[config.mk]
export PLATFORM = sky130hd
export DESIGN_NAME = iopage
export DESIGN_NICKNAME = d
export VERILOG_FILES = /design/src/intr_pkg.sv /design/src/iopage_pkg.sv /design/src/iopage.sv /design/src/iopage_merge.sv /design/src/tt_regs.sv /design/src/clk_regs.sv
export SDC_FILE = /design/constraint.sdc
export NUM_CORES = 1
export LEC_CHECK = 0
export BUFFER_PORTS_ARGS = -buffer_cell sky130_fd_sc_hd__buf_4
export CAP_MARGIN = 20
export CORE_ASPECT_RATIO = 0.8
export CORE_MARGIN = 1
export CORE_UTILIZATION = 35
export CTS_BUF_LIST = sky130_fd_sc_hd__clkbuf_8
export DETAILED_ROUTE_END_ITERATION = 8
export PLACE_DENSITY = 0.61
export SETUP_SLACK_MARGIN = 0.1
export SLEW_MARGIN = 20
export SYNTH_ARGS = -nofsm -noshare
export SYNTH_HDL_FRONTEND = slang
export SYNTH_HIERARCHICAL = 1
export SYNTH_SLANG_ARGS = --single-unit
[constraint.sdc]
create_clock -name clk -period 4.02 [get_ports clk]
set_input_delay 0.603 -clock clk [delete_from_list [all_inputs] [get_ports clk]]
set_output_delay 0.603 -clock clk [all_outputs]
set_load 0.03 [all_outputs]
[src/intr_pkg.sv]
// ==================================================
// interrupt request type, priority levels and vectors.
// ==================================================

package intr_pkg;

   // one pending request as presented to the processor.
   typedef struct packed {
      logic       req;
      logic [2:0] ipl;
      logic [7:0] vector;
   } irq_t;

   // ================================================
   // priority levels
   // ================================================
   localparam logic [2:0] CLK_IPL = 3'd6;
   localparam logic [2:0] TT_IPL  = 3'd4;

   // ================================================
   // vectors (octal)
   // ================================================
   localparam logic [7:0] CLK_VEC   = 8'o100;
   localparam logic [7:0] TT_RX_VEC = 8'o060;
   localparam logic [7:0] TT_TX_VEC = 8'o064;

endpackage

[src/iopage_pkg.sv]
// ==================================================
// bus access types and I/O page register offsets.
// offsets are 13-bit byte addresses inside the page.
// ==================================================

package iopage_pkg;

   // one processor access, rd and wr are single-cycle strobes.
   typedef struct packed {
      logic        rd;
      logic        wr;
      logic        byte_op;
      logic [12:0] addr;
      logic [15:0] wdata;
   } io_req_t;

   // registered response, valid for one cycle after the strobe.
   typedef struct packed {
      logic        valid;
      logic        no_decode;
      logic [15:0] rdata;
   } io_rsp_t;

   // combinational reply of one device.
   typedef struct packed {
      logic        decode;
      logic [15:0] rdata;
   } dev_rd_t;

   // ================================================
   // register offsets (octal, as in the handbook)
   // ================================================
   localparam logic [12:0] CLK_CSR_OFS = 13'o17546;
   localparam logic [12:0] TT_RCSR_OFS = 13'o17560;
   localparam logic [12:0] TT_RBUF_OFS = 13'o17562;
   localparam logic [12:0] TT_XCSR_OFS = 13'o17564;
   localparam logic [12:0] TT_XBUF_OFS = 13'o17566;

   // a word write or a byte write to an even address touches the low byte.
   function automatic logic lo_byte_wr(io_req_t r);
      return r.wr & (~r.byte_op | ~r.addr[0]);
   endfunction

endpackage
[src/iopage.sv]
// ==================================================
// I/O page top: line clock, console terminal, merge.
// ==================================================

module iopage
   import iopage_pkg::*;
   import intr_pkg::*;
#(
   parameter int CLK_DIV  = 50,
   parameter int BAUD_DIV = 8
)
(
   input  logic    clk,
   input  logic    rst,
   input  io_req_t req,
   output io_rsp_t rsp,
   output irq_t    irq,
   input  logic    intr_ack,
   output logic    tx,
   input  logic    rx
);

   dev_rd_t rd_clk, rd_tt;
   irq_t    irq_clk, irq_tt;
   logic    ack_clk, ack_tt;

   clk_regs #(.CLK_DIV(CLK_DIV)) u_clk_regs (
      .clk (clk),
      .rst (rst),
      .req (req),
      .rd  (rd_clk),
      .irq (irq_clk),
      .ack (ack_clk)
   );

   tt_regs #(.BAUD_DIV(BAUD_DIV)) u_tt_regs (
      .clk (clk),
      .rst (rst),
      .req (req),
      .rd  (rd_tt),
      .irq (irq_tt),
      .ack (ack_tt),
      .tx  (tx),
      .rx  (rx)
   );

   iopage_merge u_iopage_merge (
      .clk      (clk),
      .rst      (rst),
      .req      (req),
      .rd_clk   (rd_clk),
      .rd_tt    (rd_tt),
      .irq_clk  (irq_clk),
      .irq_tt   (irq_tt),
      .intr_ack (intr_ack),
      .rsp      (rsp),
      .irq      (irq),
      .ack_clk  (ack_clk),
      .ack_tt   (ack_tt)
   );

endmodule

[src/iopage_merge.sv]
// ==================================================
// response register, no-decode flag and interrupt arbiter.
// response latency is one cycle for every address.
// ==================================================

module iopage_merge
   import iopage_pkg::*;
   import intr_pkg::*;
(
   input  logic    clk,
   input  logic    rst,
   input  io_req_t req,
   input  dev_rd_t rd_clk,
   input  dev_rd_t rd_tt,
   input  irq_t    irq_clk,
   input  irq_t    irq_tt,
   input  logic    intr_ack,
   output io_rsp_t rsp,
   output irq_t    irq,
   output logic    ack_clk,
   output logic    ack_tt
);

   logic        strobe;
   logic        any_decode;
   logic [15:0] sel_data;
   logic        rsp_valid;
   logic        rsp_nd;
   logic [15:0] rsp_data;
   logic        pick_clk;

   // ================================================
   // bus response
   // ================================================
   assign strobe     = req.rd | req.wr;
   assign any_decode = rd_clk.decode | rd_tt.decode;
   assign sel_data   = rd_clk.decode ? rd_clk.rdata :
                       rd_tt.decode  ? rd_tt.rdata  : 16'h0000;

   always_ff @(posedge clk)
   begin
      if (rst)
      begin
         rsp_valid <= 1'b0;
         rsp_nd    <= 1'b0;
      end
      else
      begin
         rsp_valid <= strobe;
         rsp_nd    <= strobe & ~any_decode;
      end
   end

   always_ff @(posedge clk)
   begin
      if (strobe)
         rsp_data <= sel_data;
   end

   assign rsp = '{valid: rsp_valid, no_decode: rsp_nd, rdata: rsp_data};

   // ================================================
   // interrupt priority and acknowledge steering
   // ================================================
   assign pick_clk = irq_clk.req & (~irq_tt.req | (irq_clk.ipl >= irq_tt.ipl));

   assign irq = pick_clk   ? irq_clk :
                irq_tt.req ? irq_tt  : '{req: 1'b0, ipl: 3'd0, vector: 8'h00};

   assign ack_clk = intr_ack & irq.req & pick_clk;
   assign ack_tt  = intr_ack & irq.req & ~pick_clk;   // only the presented source is cleared.

endmodule

[src/tt_regs.sv]
// ==================================================
// console terminal with an 8N1 transmitter and receiver.
// XBUF writes while busy are dropped; a new byte overwrites RBUF.
// ==================================================

module tt_regs
   import iopage_pkg::*;
   import intr_pkg::*;
#(
   parameter int BAUD_DIV = 8
)
(
   input  logic    clk,
   input  logic    rst,
   input  io_req_t req,
   output dev_rd_t rd,
   output irq_t    irq,
   input  logic    ack,
   output logic    tx,
   input  logic    rx
);

   localparam int BW = $clog2(BAUD_DIV + 1);

   logic          sel_rcsr, sel_rbuf, sel_xcsr, sel_xbuf;
   logic          lo_we;
   logic          rx_ie, tx_ie;
   logic          rx_done;
   logic [7:0]    rbuf;
   logic          rx_pend, tx_pend;

   logic          tx_busy;
   logic [BW-1:0] tx_bcnt;
   logic [3:0]    tx_bit;
   logic [9:0]    tx_sh;
   logic          tx_samp, tx_start, tx_fin;

   logic          rx_s1, rx_s2;
   logic          rx_busy;
   logic [BW-1:0] rx_bcnt;
   logic [3:0]    rx_bit;
   logic [7:0]    rx_sh;
   logic          rx_samp, rx_load;

   assign sel_rcsr = (req.addr[12:1] == TT_RCSR_OFS[12:1]);
   assign sel_rbuf = (req.addr[12:1] == TT_RBUF_OFS[12:1]);
   assign sel_xcsr = (req.addr[12:1] == TT_XCSR_OFS[12:1]);
   assign sel_xbuf = (req.addr[12:1] == TT_XBUF_OFS[12:1]);
   assign lo_we    = lo_byte_wr(req);

   // ================================================
   // transmitter
   // ================================================
   assign tx_samp  = (tx_bcnt == BW'(BAUD_DIV - 1));
   assign tx_start = sel_xbuf & lo_we & ~tx_busy;
   assign tx_fin   = tx_busy & tx_samp & (tx_bit == 4'd9);   // end of the stop bit.
   assign tx       = tx_sh[0];

   always_ff @(posedge clk)
   begin
      if (rst)
      begin
         tx_busy <= 1'b0;
         tx_bcnt <= '0;
         tx_bit  <= '0;
         tx_sh   <= '1;                              // line idles high.
      end
      else if (tx_start)
      begin
         tx_busy <= 1'b1;
         tx_bcnt <= '0;
         tx_bit  <= '0;
         tx_sh   <= {1'b1, req.wdata[7:0], 1'b0};    // stop, data lsb first, start.
      end
      else if (tx_busy)
      begin
         if (tx_samp)
         begin
            tx_bcnt <= '0;
            tx_bit  <= tx_bit + 1'b1;
            tx_sh   <= {1'b1, tx_sh[9:1]};
            if (tx_fin)
               tx_busy <= 1'b0;
         end
         else
            tx_bcnt <= tx_bcnt + 1'b1;
      end
   end

   // ================================================
   // receiver
   // ================================================
   assign rx_samp = rx_busy & (rx_bcnt == BW'(BAUD_DIV - 1));
   assign rx_load = rx_samp & (rx_bit == 4'd9) & rx_s2;   // framing errors are dropped.

   always_ff @(posedge clk)
   begin
      if (rst)
      begin
         rx_s1   <= 1'b1;
         rx_s2   <= 1'b1;
         rx_busy <= 1'b0;
         rx_bcnt <= '0;
         rx_bit  <= '0;
      end
      else
      begin
         rx_s1 <= rx;
         rx_s2 <= rx_s1;
         if (!rx_busy)
         begin
            if (!rx_s2)
            begin
               rx_busy <= 1'b1;
               rx_bcnt <= BW'(BAUD_DIV / 2);         // first sample near mid start bit.
               rx_bit  <= '0;
            end
         end
         else if (rx_samp)
         begin
            rx_bcnt <= '0;
            rx_bit  <= rx_bit + 1'b1;
            if ((rx_bit == 4'd0 && rx_s2) || rx_bit == 4'd9)
               rx_busy <= 1'b0;                      // false start or frame done.
         end
         else
            rx_bcnt <= rx_bcnt + 1'b1;
      end
   end

   always_ff @(posedge clk)
   begin
      if (rx_samp && rx_bit >= 4'd1 && rx_bit <= 4'd8)
         rx_sh <= {rx_s2, rx_sh[7:1]};
      if (rx_load)
         rbuf <= rx_sh;
   end

   // ================================================
   // CSRs and interrupt flags
   // ================================================
   always_ff @(posedge clk)
   begin
      if (rst)
      begin
         rx_ie   <= 1'b0;
         tx_ie   <= 1'b0;
         rx_done <= 1'b0;
         rx_pend <= 1'b0;
         tx_pend <= 1'b0;
      end
      else
      begin
         if (sel_rcsr && lo_we)
            rx_ie <= req.wdata[6];
         if (sel_xcsr && lo_we)
            tx_ie <= req.wdata[6];

         if (rx_load)
            rx_done <= 1'b1;
         else if (req.rd && sel_rbuf)
            rx_done <= 1'b0;

         // receive is presented first, so ack clears it first.
         if (rx_load && rx_ie)
            rx_pend <= 1'b1;
         else if (ack && rx_pend)
            rx_pend <= 1'b0;

         if (tx_fin && tx_ie)
            tx_pend <= 1'b1;
         else if (ack && !rx_pend)
            tx_pend <= 1'b0;
      end
   end

   always_comb
   begin
      rd.decode = sel_rcsr | sel_rbuf | sel_xcsr | sel_xbuf;
      case (req.addr[2:1])
         2'd0:    rd.rdata = {8'h00, rx_done, rx_ie, 6'b000000};
         2'd1:    rd.rdata = {8'h00, rbuf};
         2'd2:    rd.rdata = {8'h00, ~tx_busy, tx_ie, 6'b000000};
         default: rd.rdata = 16'h0000;               // XBUF is write only.
      endcase
   end

   assign irq = rx_pend ? '{req: 1'b1, ipl: TT_IPL, vector: TT_RX_VEC} :
                tx_pend ? '{req: 1'b1, ipl: TT_IPL, vector: TT_TX_VEC} :
                          '{req: 1'b0, ipl: 3'd0, vector: 8'h00};

endmodule

[src/clk_regs.sv]
// ==================================================
// line-time clock, one CSR. monitor is bit 7, enable bit 6.
// a tick every CLK_DIV cycles; the request holds until ack.
// ==================================================

module clk_regs
   import iopage_pkg::*;
   import intr_pkg::*;
#(
   parameter int CLK_DIV = 50
)
(
   input  logic    clk,
   input  logic    rst,
   input  io_req_t req,
   output dev_rd_t rd,
   output irq_t    irq,
   input  logic    ack
);

   localparam int CW = $clog2(CLK_DIV + 1);

   logic [CW-1:0] cnt;
   logic          tick;
   logic          sel;
   logic          csr_wr;
   logic          monitor;
   logic          ie;
   logic          pend;

   assign sel    = (req.addr[12:1] == CLK_CSR_OFS[12:1]);   // both bytes of the word.
   assign csr_wr = sel & lo_byte_wr(req);                   // all live bits are in the low byte.
   assign tick   = (cnt == CW'(CLK_DIV - 1));

   // ================================================
   // tick divider
   // ================================================
   always_ff @(posedge clk)
   begin
      if (rst)
      begin
         cnt <= '0;
      end
      else if (tick)
      begin
         cnt <= '0;
      end
      else
      begin
         cnt <= cnt + 1'b1;
      end
   end

   // ================================================
   // CSR and pending request
   // ================================================
   always_ff @(posedge clk)
   begin
      if (rst)
      begin
         monitor <= 1'b0;
         ie      <= 1'b0;
         pend    <= 1'b0;
      end
      else
      begin
         if (csr_wr)
            ie <= req.wdata[6];

         if (tick)
            monitor <= 1'b1;                        // a tick wins over a clearing write.
         else if (csr_wr && !req.wdata[7])
            monitor <= 1'b0;

         if (tick && ie)
            pend <= 1'b1;
         else if (ack)
            pend <= 1'b0;
      end
   end

   assign rd  = '{decode: sel, rdata: {8'h00, monitor, ie, 6'b000000}};
   assign irq = '{req: pend, ipl: CLK_IPL, vector: CLK_VEC};

endmodule

==> results of run 1 <==
-- state kept, by name, summed over array words and instances, names as in the netlist, 4 cells and up --
signal and cells:
u_clk_regs/cnt 6, u_tt_regs/rbuf 8, u_tt_regs/tx_bit 4, u_tt_regs/rx_sh 8
u_tt_regs/tx_bcnt 4, u_iopage_merge/rsp_data 16, u_tt_regs/rx_bit 4, u_tt_regs/tx_sh 9
u_tt_regs/rx_bcnt 4
-- cell type report --
cell class                      instances  share of cell area, %
Multi-Input combinational cell        279                   40.4
Sequential cell                        77                   40.2
Timing Repair Buffer                   54                   8.74
Tap cell                              148                   3.99
Clock buffer                            9                   2.67
Inverter                               31                   2.51
Clock inverter                          7                   1.48
-- final timing paths --
kind | to | depth (start not counted) | slack (ns) | startpoint
worst max-delay path | irq[2] | 8 | 1.04 | u_tt_regs/tx_pend
worst min-delay path | u_tt_regs/rx_s2 | 1 | 0.41 | u_tt_regs/rx_s1
worst max register to register | u_tt_regs/tx_pend | 10 | 1.93 | u_tt_regs/tx_pend
worst min register to register | u_tt_regs/rx_s2 | 1 | 0.41 | u_tt_regs/rx_s1
-- power groups by stage --
stage | Combinational [mW] | Sequential (mW) | Clock (mW)
2_1_floorplan | 0.0801 | 0.864 | 0
3_3_place_gp | 0.111 | 0.850 | 0
3_5_place_dp | 0.113 | 0.851 | 0
4_1_cts | 0.113 | 0.833 | 0.598
5_1_grt | 0.126 | 0.835 | 0.637
6_report | 0.114 | 0.833 | 0.572
-- kinds of logic (layout without fill, tap and decap cells) --
group,count (synthesis),after routing
AOI/OAI and AO/OA,69,69
xor gates and xnor gates,9,9
adders and majority gates,12,12
buffers and inverters,96,101
DFF,77,77
muxes,24,24
other,3,40
and+or+nand+nor,125,125
-- layer usage --
metal | wire length (µm) | vias up | global-route usage (%)
li1 | - | 1441 | -
met1 | 3630 | 1297 | 16.5
met2 | 3360 | 41 | 20.1
met3 | 282 | 9 | 4.32
met4 | 90 | 0 | 4.17
met5 | 0 | - | 0
-- synth_stat cells, drive strengths merged (2+ instances only) --
library cell / n
nand3: 5
inv: 30
clkbuf: 5
nor3: 19
nand2: 36
buf: 60
a22o: 15
o21bai: 8
or2: 4
nand4b: 5
xnor2: 2
nor2b: 5
ha: 12
nor2: 15
or3: 7
conb: 3
o31ai: 2
a21o: 2
o21ai: 7
a21oi: 22
mux2: 7
nor4: 2
and2: 6
and4b: 2
edfxtp: 32
xor2: 7
nand2b: 4
nand4: 7
mux2i: 17
and3: 2
or4: 2
dfxtp: 45
a211oi: 4
==> metrics.md, run 1 <==
| Metric | Value |
|---|---|
| First-pass GRT wire length | approximately 13000 µm |
| Dpl cell area | 4440 µm² |
| Die area | 12400 µm² |
| Setup_tns | 0 ns |
| Pins Over Slew Limit | 0 |
| Simple-gate portion of the synthesized area | 17.5% |
| Unique masters post-synth | between 60 and 70 |
| Max stage delay cell, worst path | or2_2 |
| Via count | 2788 |
| Ys async rst share | 0% |
| Peak supply drop | 0.129 mV |
| Cell Chain, Critical Path | or2_2 > inv_1 > ha_1 > nand2_1 > o2111ai_2 > nand2_2 > mux2i_1 > buf_4 |
| Final Hold Fails | 0 |
| DP Cell Count | 589 |
| Routability Congestion | 0.767 |
| Number of vias per cell | 4.61 |
| Starting density of the core | 36.2% |
| Area leader, netlist | edfxtp_1 |
| CTS tree | built |
| Crit path max fanout | 18 |
| Post-CTS setup buffer count | 0 |
| DR DRC count | 0 |
| Skew-Pair Late Insertion Delay | approximately 0.36 ns |
| Ys Warns | 6 |
| Max transition margin | between 50 and 60% |
| Int Power | roughly 1.2 mW |
| Largest stage delay on the critical path | 0.44 ns |
| Worst Setup End Kind | primary output |
| Largest net degree at the start of global routing | 42 |
| # IOs | 67 |
| CTS HTree Levels | 3 |
| Synth area leaders | edfxtp_1 (23%), dfxtp_1 (22%), buf_4 (8.8%) |
| Slack of the critical path | 1.04 ns |
| TritonCTS Sinks | 77 |
| Multi-input logic area | 1870 µm² |
| Total CTS buffers | 9 |
| EDFF count, synth | 32 |
| DP Worst Slack | 1.41 ns |
| CP Launch Type | flop |
| Final critical-path share of the clock period | about three quarters |
| Multiplexer share of the synthesized area | 6.13% |
| #FFs+latches synth | 77 |
| Worst path arrival time | 2.38 ns |
| Total global-route track usage | about 13% |
| Routed Antenna Nets | 0 |
| Area growth syn-to-layout | 10.7% |
| Synth Area in XOR/XNOR | under 10% |
| CTS root buffer | clkbuf_8 |
| Clock skew | 0.0106 ns |
| Slew @ Worst Pin | 0.720 ns |
| Post-route worst hold slack | 0.412 ns |
| Overall routed net length | 7370 µm |
| Adder-cell share of the synthesized area | 3.59% |
| Setup violators final | 0 |
| Ant. Diodes | 0 |
| Vias in the first global route | 2687 |
| Outcome | completed |
| Initial DRC Count | approximately 150 |
| Core ar. | between 10000 and 15000 µm² |
| Switching power share of the total | 23.9% |
| Non-filler instance count after layout | 605 |
| Avg Cell Area, Syn | 10.1 µm² |
| Die height | ~100 µm |
| Most common library cell in the layout ignoring fill and taps | buf_4 |
| Worst path required time | 3.42 ns |
| Register area share after synthesis | 44.5% |
| Top-area cell type share of the netlist area | 23.0% |
| Sequential Area | 1860 µm² |
| Post-CTS Hold Fix Bufs | 0 |
| Delay-heaviest family, CP | simple AND/OR/NAND/NOR gates |
| Max_cap viols | 0 |
| # port buffers | 53 |
| Antenna violations before repair | 0 |
| Clk pin slew, worst setup/hold paths | 0.08 ns |
| Power Dens Cells | 327 nW/µm² |
| Mapped cell area | 4190 µm² |
| Flop pwr share | between 50 and 60% |
| Comb pwr share | 7.5% |
| Post-CTS Resized | 0 |
| Compound-Gate Fraction of Synth Area | 12.0% |
| Fillers | 1132 |
| Core Util, Final | 40.1% |
| Die span in x | 124 µm |
| Cells after synthesis | 415 |
| Buf/Inv on CP | 2 |
| Crit path time final | 2.98 ns |
| Synth Flop Type | dfxtp_1 |
| Rows | 35 |
| Most frequent cells in the layout | buf_4 (54), dfxtp_1 (45), conb_1 (40) |
| Total power | 1.52 mW |
| DP Wirelength | 5400 µm |
| Clk pwr share | 37.6% |
| Layout cell share with drive strength beyond 1 | a little over a fifth |
| GRT Residual Overflow | 0 |
| Post-route cell area | 4640 µm² |
| Largest family of logic cells by synthesized area | simple AND/OR/NAND/NOR gates |
| Kind of critical path | flop to primary output |
| Nets | 500 |
| Fmax | 336 MHz |
| P_leak | between 1.5 and 2 nW |
| Switching power | 0.363 mW |
| Min-delay worst type | flop to flop |
| CTS Buffer Depth | 2 |
| RSZ-0062 raised after global routing | false |
| Drt pass-1 iters | 6 |
| Wire per inst | 12.2 µm |
Note: power is estimated with default switching activity, not from simulation.
==> inputs of run 2 (changes only) <==
Settings changed: PLACE_DENSITY 0.61 to 0.63.
Clock period 4.02 ns to 2.6 ns, I/O delays scaled along.
==> metrics.md, run 2 (synthesis gave the netlist of run 1 again) <==
| Metric | Value |
|---|---|
| Outcome | completed (unchanged) |
| Final critical-path share of the clock period | approximately nine tenths |
| Total global-route track usage | 12.7% (was 12.8%) |
| Core ar. | 11600 µm² (unchanged) |
| # IOs | 67 (unchanged) |
| Skew-Pair Late Insertion Delay | 0.35 ns (was 0.36 ns) |
| Die area | 12400 µm² (unchanged) |
| TritonCTS Sinks | 77 (unchanged) |
| Total CTS buffers | 9 (unchanged) |
| Number of vias per cell | 4.56 (was 4.61) |
| Worst Setup End Kind | primary output (unchanged) |
| Routability Congestion | 0.748 (was 0.767) |
| DR DRC count | 0 (unchanged) |
| Dpl cell area | 4470 µm² (was 4440 µm²) |
| Most frequent cells in the layout | buf_4 (65), dfxtp_1 (45), conb_1 (40) (was buf_4 (54), dfxtp_1 (45), conb_1 (40)) |
| Routed Antenna Nets | 0 (unchanged) |
| First-pass GRT wire length | 12500 µm (was 12600 µm) |
| GRT Residual Overflow | 0 (unchanged) |
| CP Launch Type | flop (unchanged) |
| Via count | 2811 (was 2788) |
| Power Dens Cells | 492 nW/µm² (was 327 nW/µm²) |
| Fillers | 1131 (was 1132) |
| Core Util, Final | 41.1% (was 40.1%) |
| # port buffers | 53 (unchanged) |
| Post-route cell area | 4750 µm² (was 4640 µm²) |
| Area growth syn-to-layout | 13.6% (was 10.7%) |
| Layout cell share with drive strength beyond 1 | 24.3% (was 21.4%) |
| Top reg by flops | u_iopage_merge/rsp_data (unchanged) |
| Wire per inst | 12.3 µm (was 12.2 µm) |
| DP Worst Slack | 0.388 ns (was 1.41 ns) |
| Min-delay worst type | input pin to flop (was flop to flop) |
| Nets | 512 (was 500) |
| RSZ-0062 raised after global routing | false (unchanged) |
| Setup violators final | 0 (unchanged) |
| Max transition margin | 50.5% (was 51.6%) |
| CTS root buffer | clkbuf_8 (unchanged) |
| Rows | 35 (unchanged) |
| P_leak | 2.00 nW (was 1.94 nW) |
| CTS HTree Levels | 3 (unchanged) |
| Most common library cell in the layout ignoring fill and taps | buf_4 (unchanged) |
| Kind of critical path | flop to primary output (unchanged) |
| Initial DRC Count | 175 (was 148) |
| Setup_tns | 0 ns (unchanged) |
| Post-CTS Hold Fix Bufs | 0 (unchanged) |
| Max reg flops | 16 (unchanged) |
| Ant. Diodes | 0 (unchanged) |
| Clk pin slew, worst setup/hold paths | 0.08 ns (about the same) |
| Largest net degree at the start of global routing | 42 (unchanged) |
| Biggest regs | u_iopage_merge/rsp_data x16, u_tt_regs/tx_sh x9 (unchanged) |
| Worst path arrival time | 1.98 ns (was 2.38 ns) |
| Vias in the first global route | 2685 (was 2687) |
| Die span in x | 124 µm (unchanged) |
| Pins Over Slew Limit | 0 (unchanged) |
| DP Wirelength | 5500 µm (was 5400 µm) |
| Antenna violations before repair | 0 (unchanged) |
| Die height | 99.8 µm (unchanged) |
| Total power | 2.34 mW (was 1.52 mW) |
| Crit path time final | 2.37 ns |
| Final Hold Fails | 0 (unchanged) |
| CTS tree | built (unchanged) |
| Starting density of the core | 36.2% (unchanged) |
| Slew @ Worst Pin | 0.736 ns (was 0.720 ns) |
| CTS Buffer Depth | 2 (unchanged) |
| Max_cap viols | 0 (unchanged) |
| Fmax | 421 MHz |
| Crit path max fanout | 5 (was 18) |
| Overall routed net length | 7580 µm (was 7370 µm) |
| Slack of the critical path | 0.226 ns (was 1.04 ns) |
| Clock skew | 0.00812 ns (was 0.0106 ns) |
| Drt pass-1 iters | 4 (was 6) |
| Peak supply drop | 0.227 mV (was 0.129 mV) |
| Worst path required time | 2.21 ns (was 3.42 ns) |
run 2: layout make-up:
| cell class | instances | area [µm²] | share of cell area (%) |
|---|---|---|---|
| clock buffers | 9 | 124 | 2.61 |
| clock inverters | 7 | 67.6 | 1.42 |
| inverters | 31 | 116 | 2.45 |
| multi-input cells | 280 | 1910 | 40.2 |
| flip-flops and latches | 77 | 1860 | 39.2 |
| well taps | 148 | 185 | 3.89 |
| repair buffers | 65 | 488 | 10.3 |
run 2: timing repair:
action	in CTS	in global routing
resized for setup	1	4
pin swaps	1	2
gates cloned	0	1
setup buffers	4	4
endpoints found under the setup margin	5	3
run 2: per-stage QoR:
stage / instances / hold slack (ns)
2_1_floorplan: 452 / 0.389
3_3_place_gp: 592 / 0.393
3_5_place_dp: 592 / 0.396
4_1_cts: 612 / 0.203
5_1_grt: 617 / 0.200
6_report: 617 / 0.223
run 2: path summary, 6_finish.rpt:
kind,startpoint,cells after the start,end,slack (ns)
max,u_tt_regs/tx_pend,8,irq[2],0.23
min,rx,2,u_tt_regs/rx_s1,0.22
max reg2reg,u_tt_regs/tx_bcnt[0],5,u_tt_regs/tx_sh[4],0.64
min reg2reg,u_tt_regs/rx_s1,1,u_tt_regs/rx_s2,0.41
run 2: where the power goes:
| part | total, mW | switching (mW) | internal, mW |
|---|---|---|---|
| combinational | 0.180 | 0.105 | 0.0743 |
| sequential | 1.29 | 0.0147 | 1.27 |
| clock | 0.871 | 0.434 | 0.437 |
run 2: per-layer routing:
| layer | routed length [µm] | vias up | global-route usage [%] |
|---|---|---|---|
| met1 | 3590 | 1306 | 16.1 |
| met2 | 3680 | 39 | 20.3 |
| met4 | 53 | 0 | 4.73 |
| li1 | - | 1462 | - |
| met3 | 258 | 4 | 4.05 |
| met5 | 0 | - | 0 |
run 2: critical path, stage by stage, from the launching register on:
cell,delay [ns]
dfxtp_1,0.32
or2_2,0.31
inv_2,0.07
ha_4,0.19
nand2_2,0.08
o2111ai_4,0.14
nand2_4,0.15
mux2i_1,0.20
buf_4,0.18
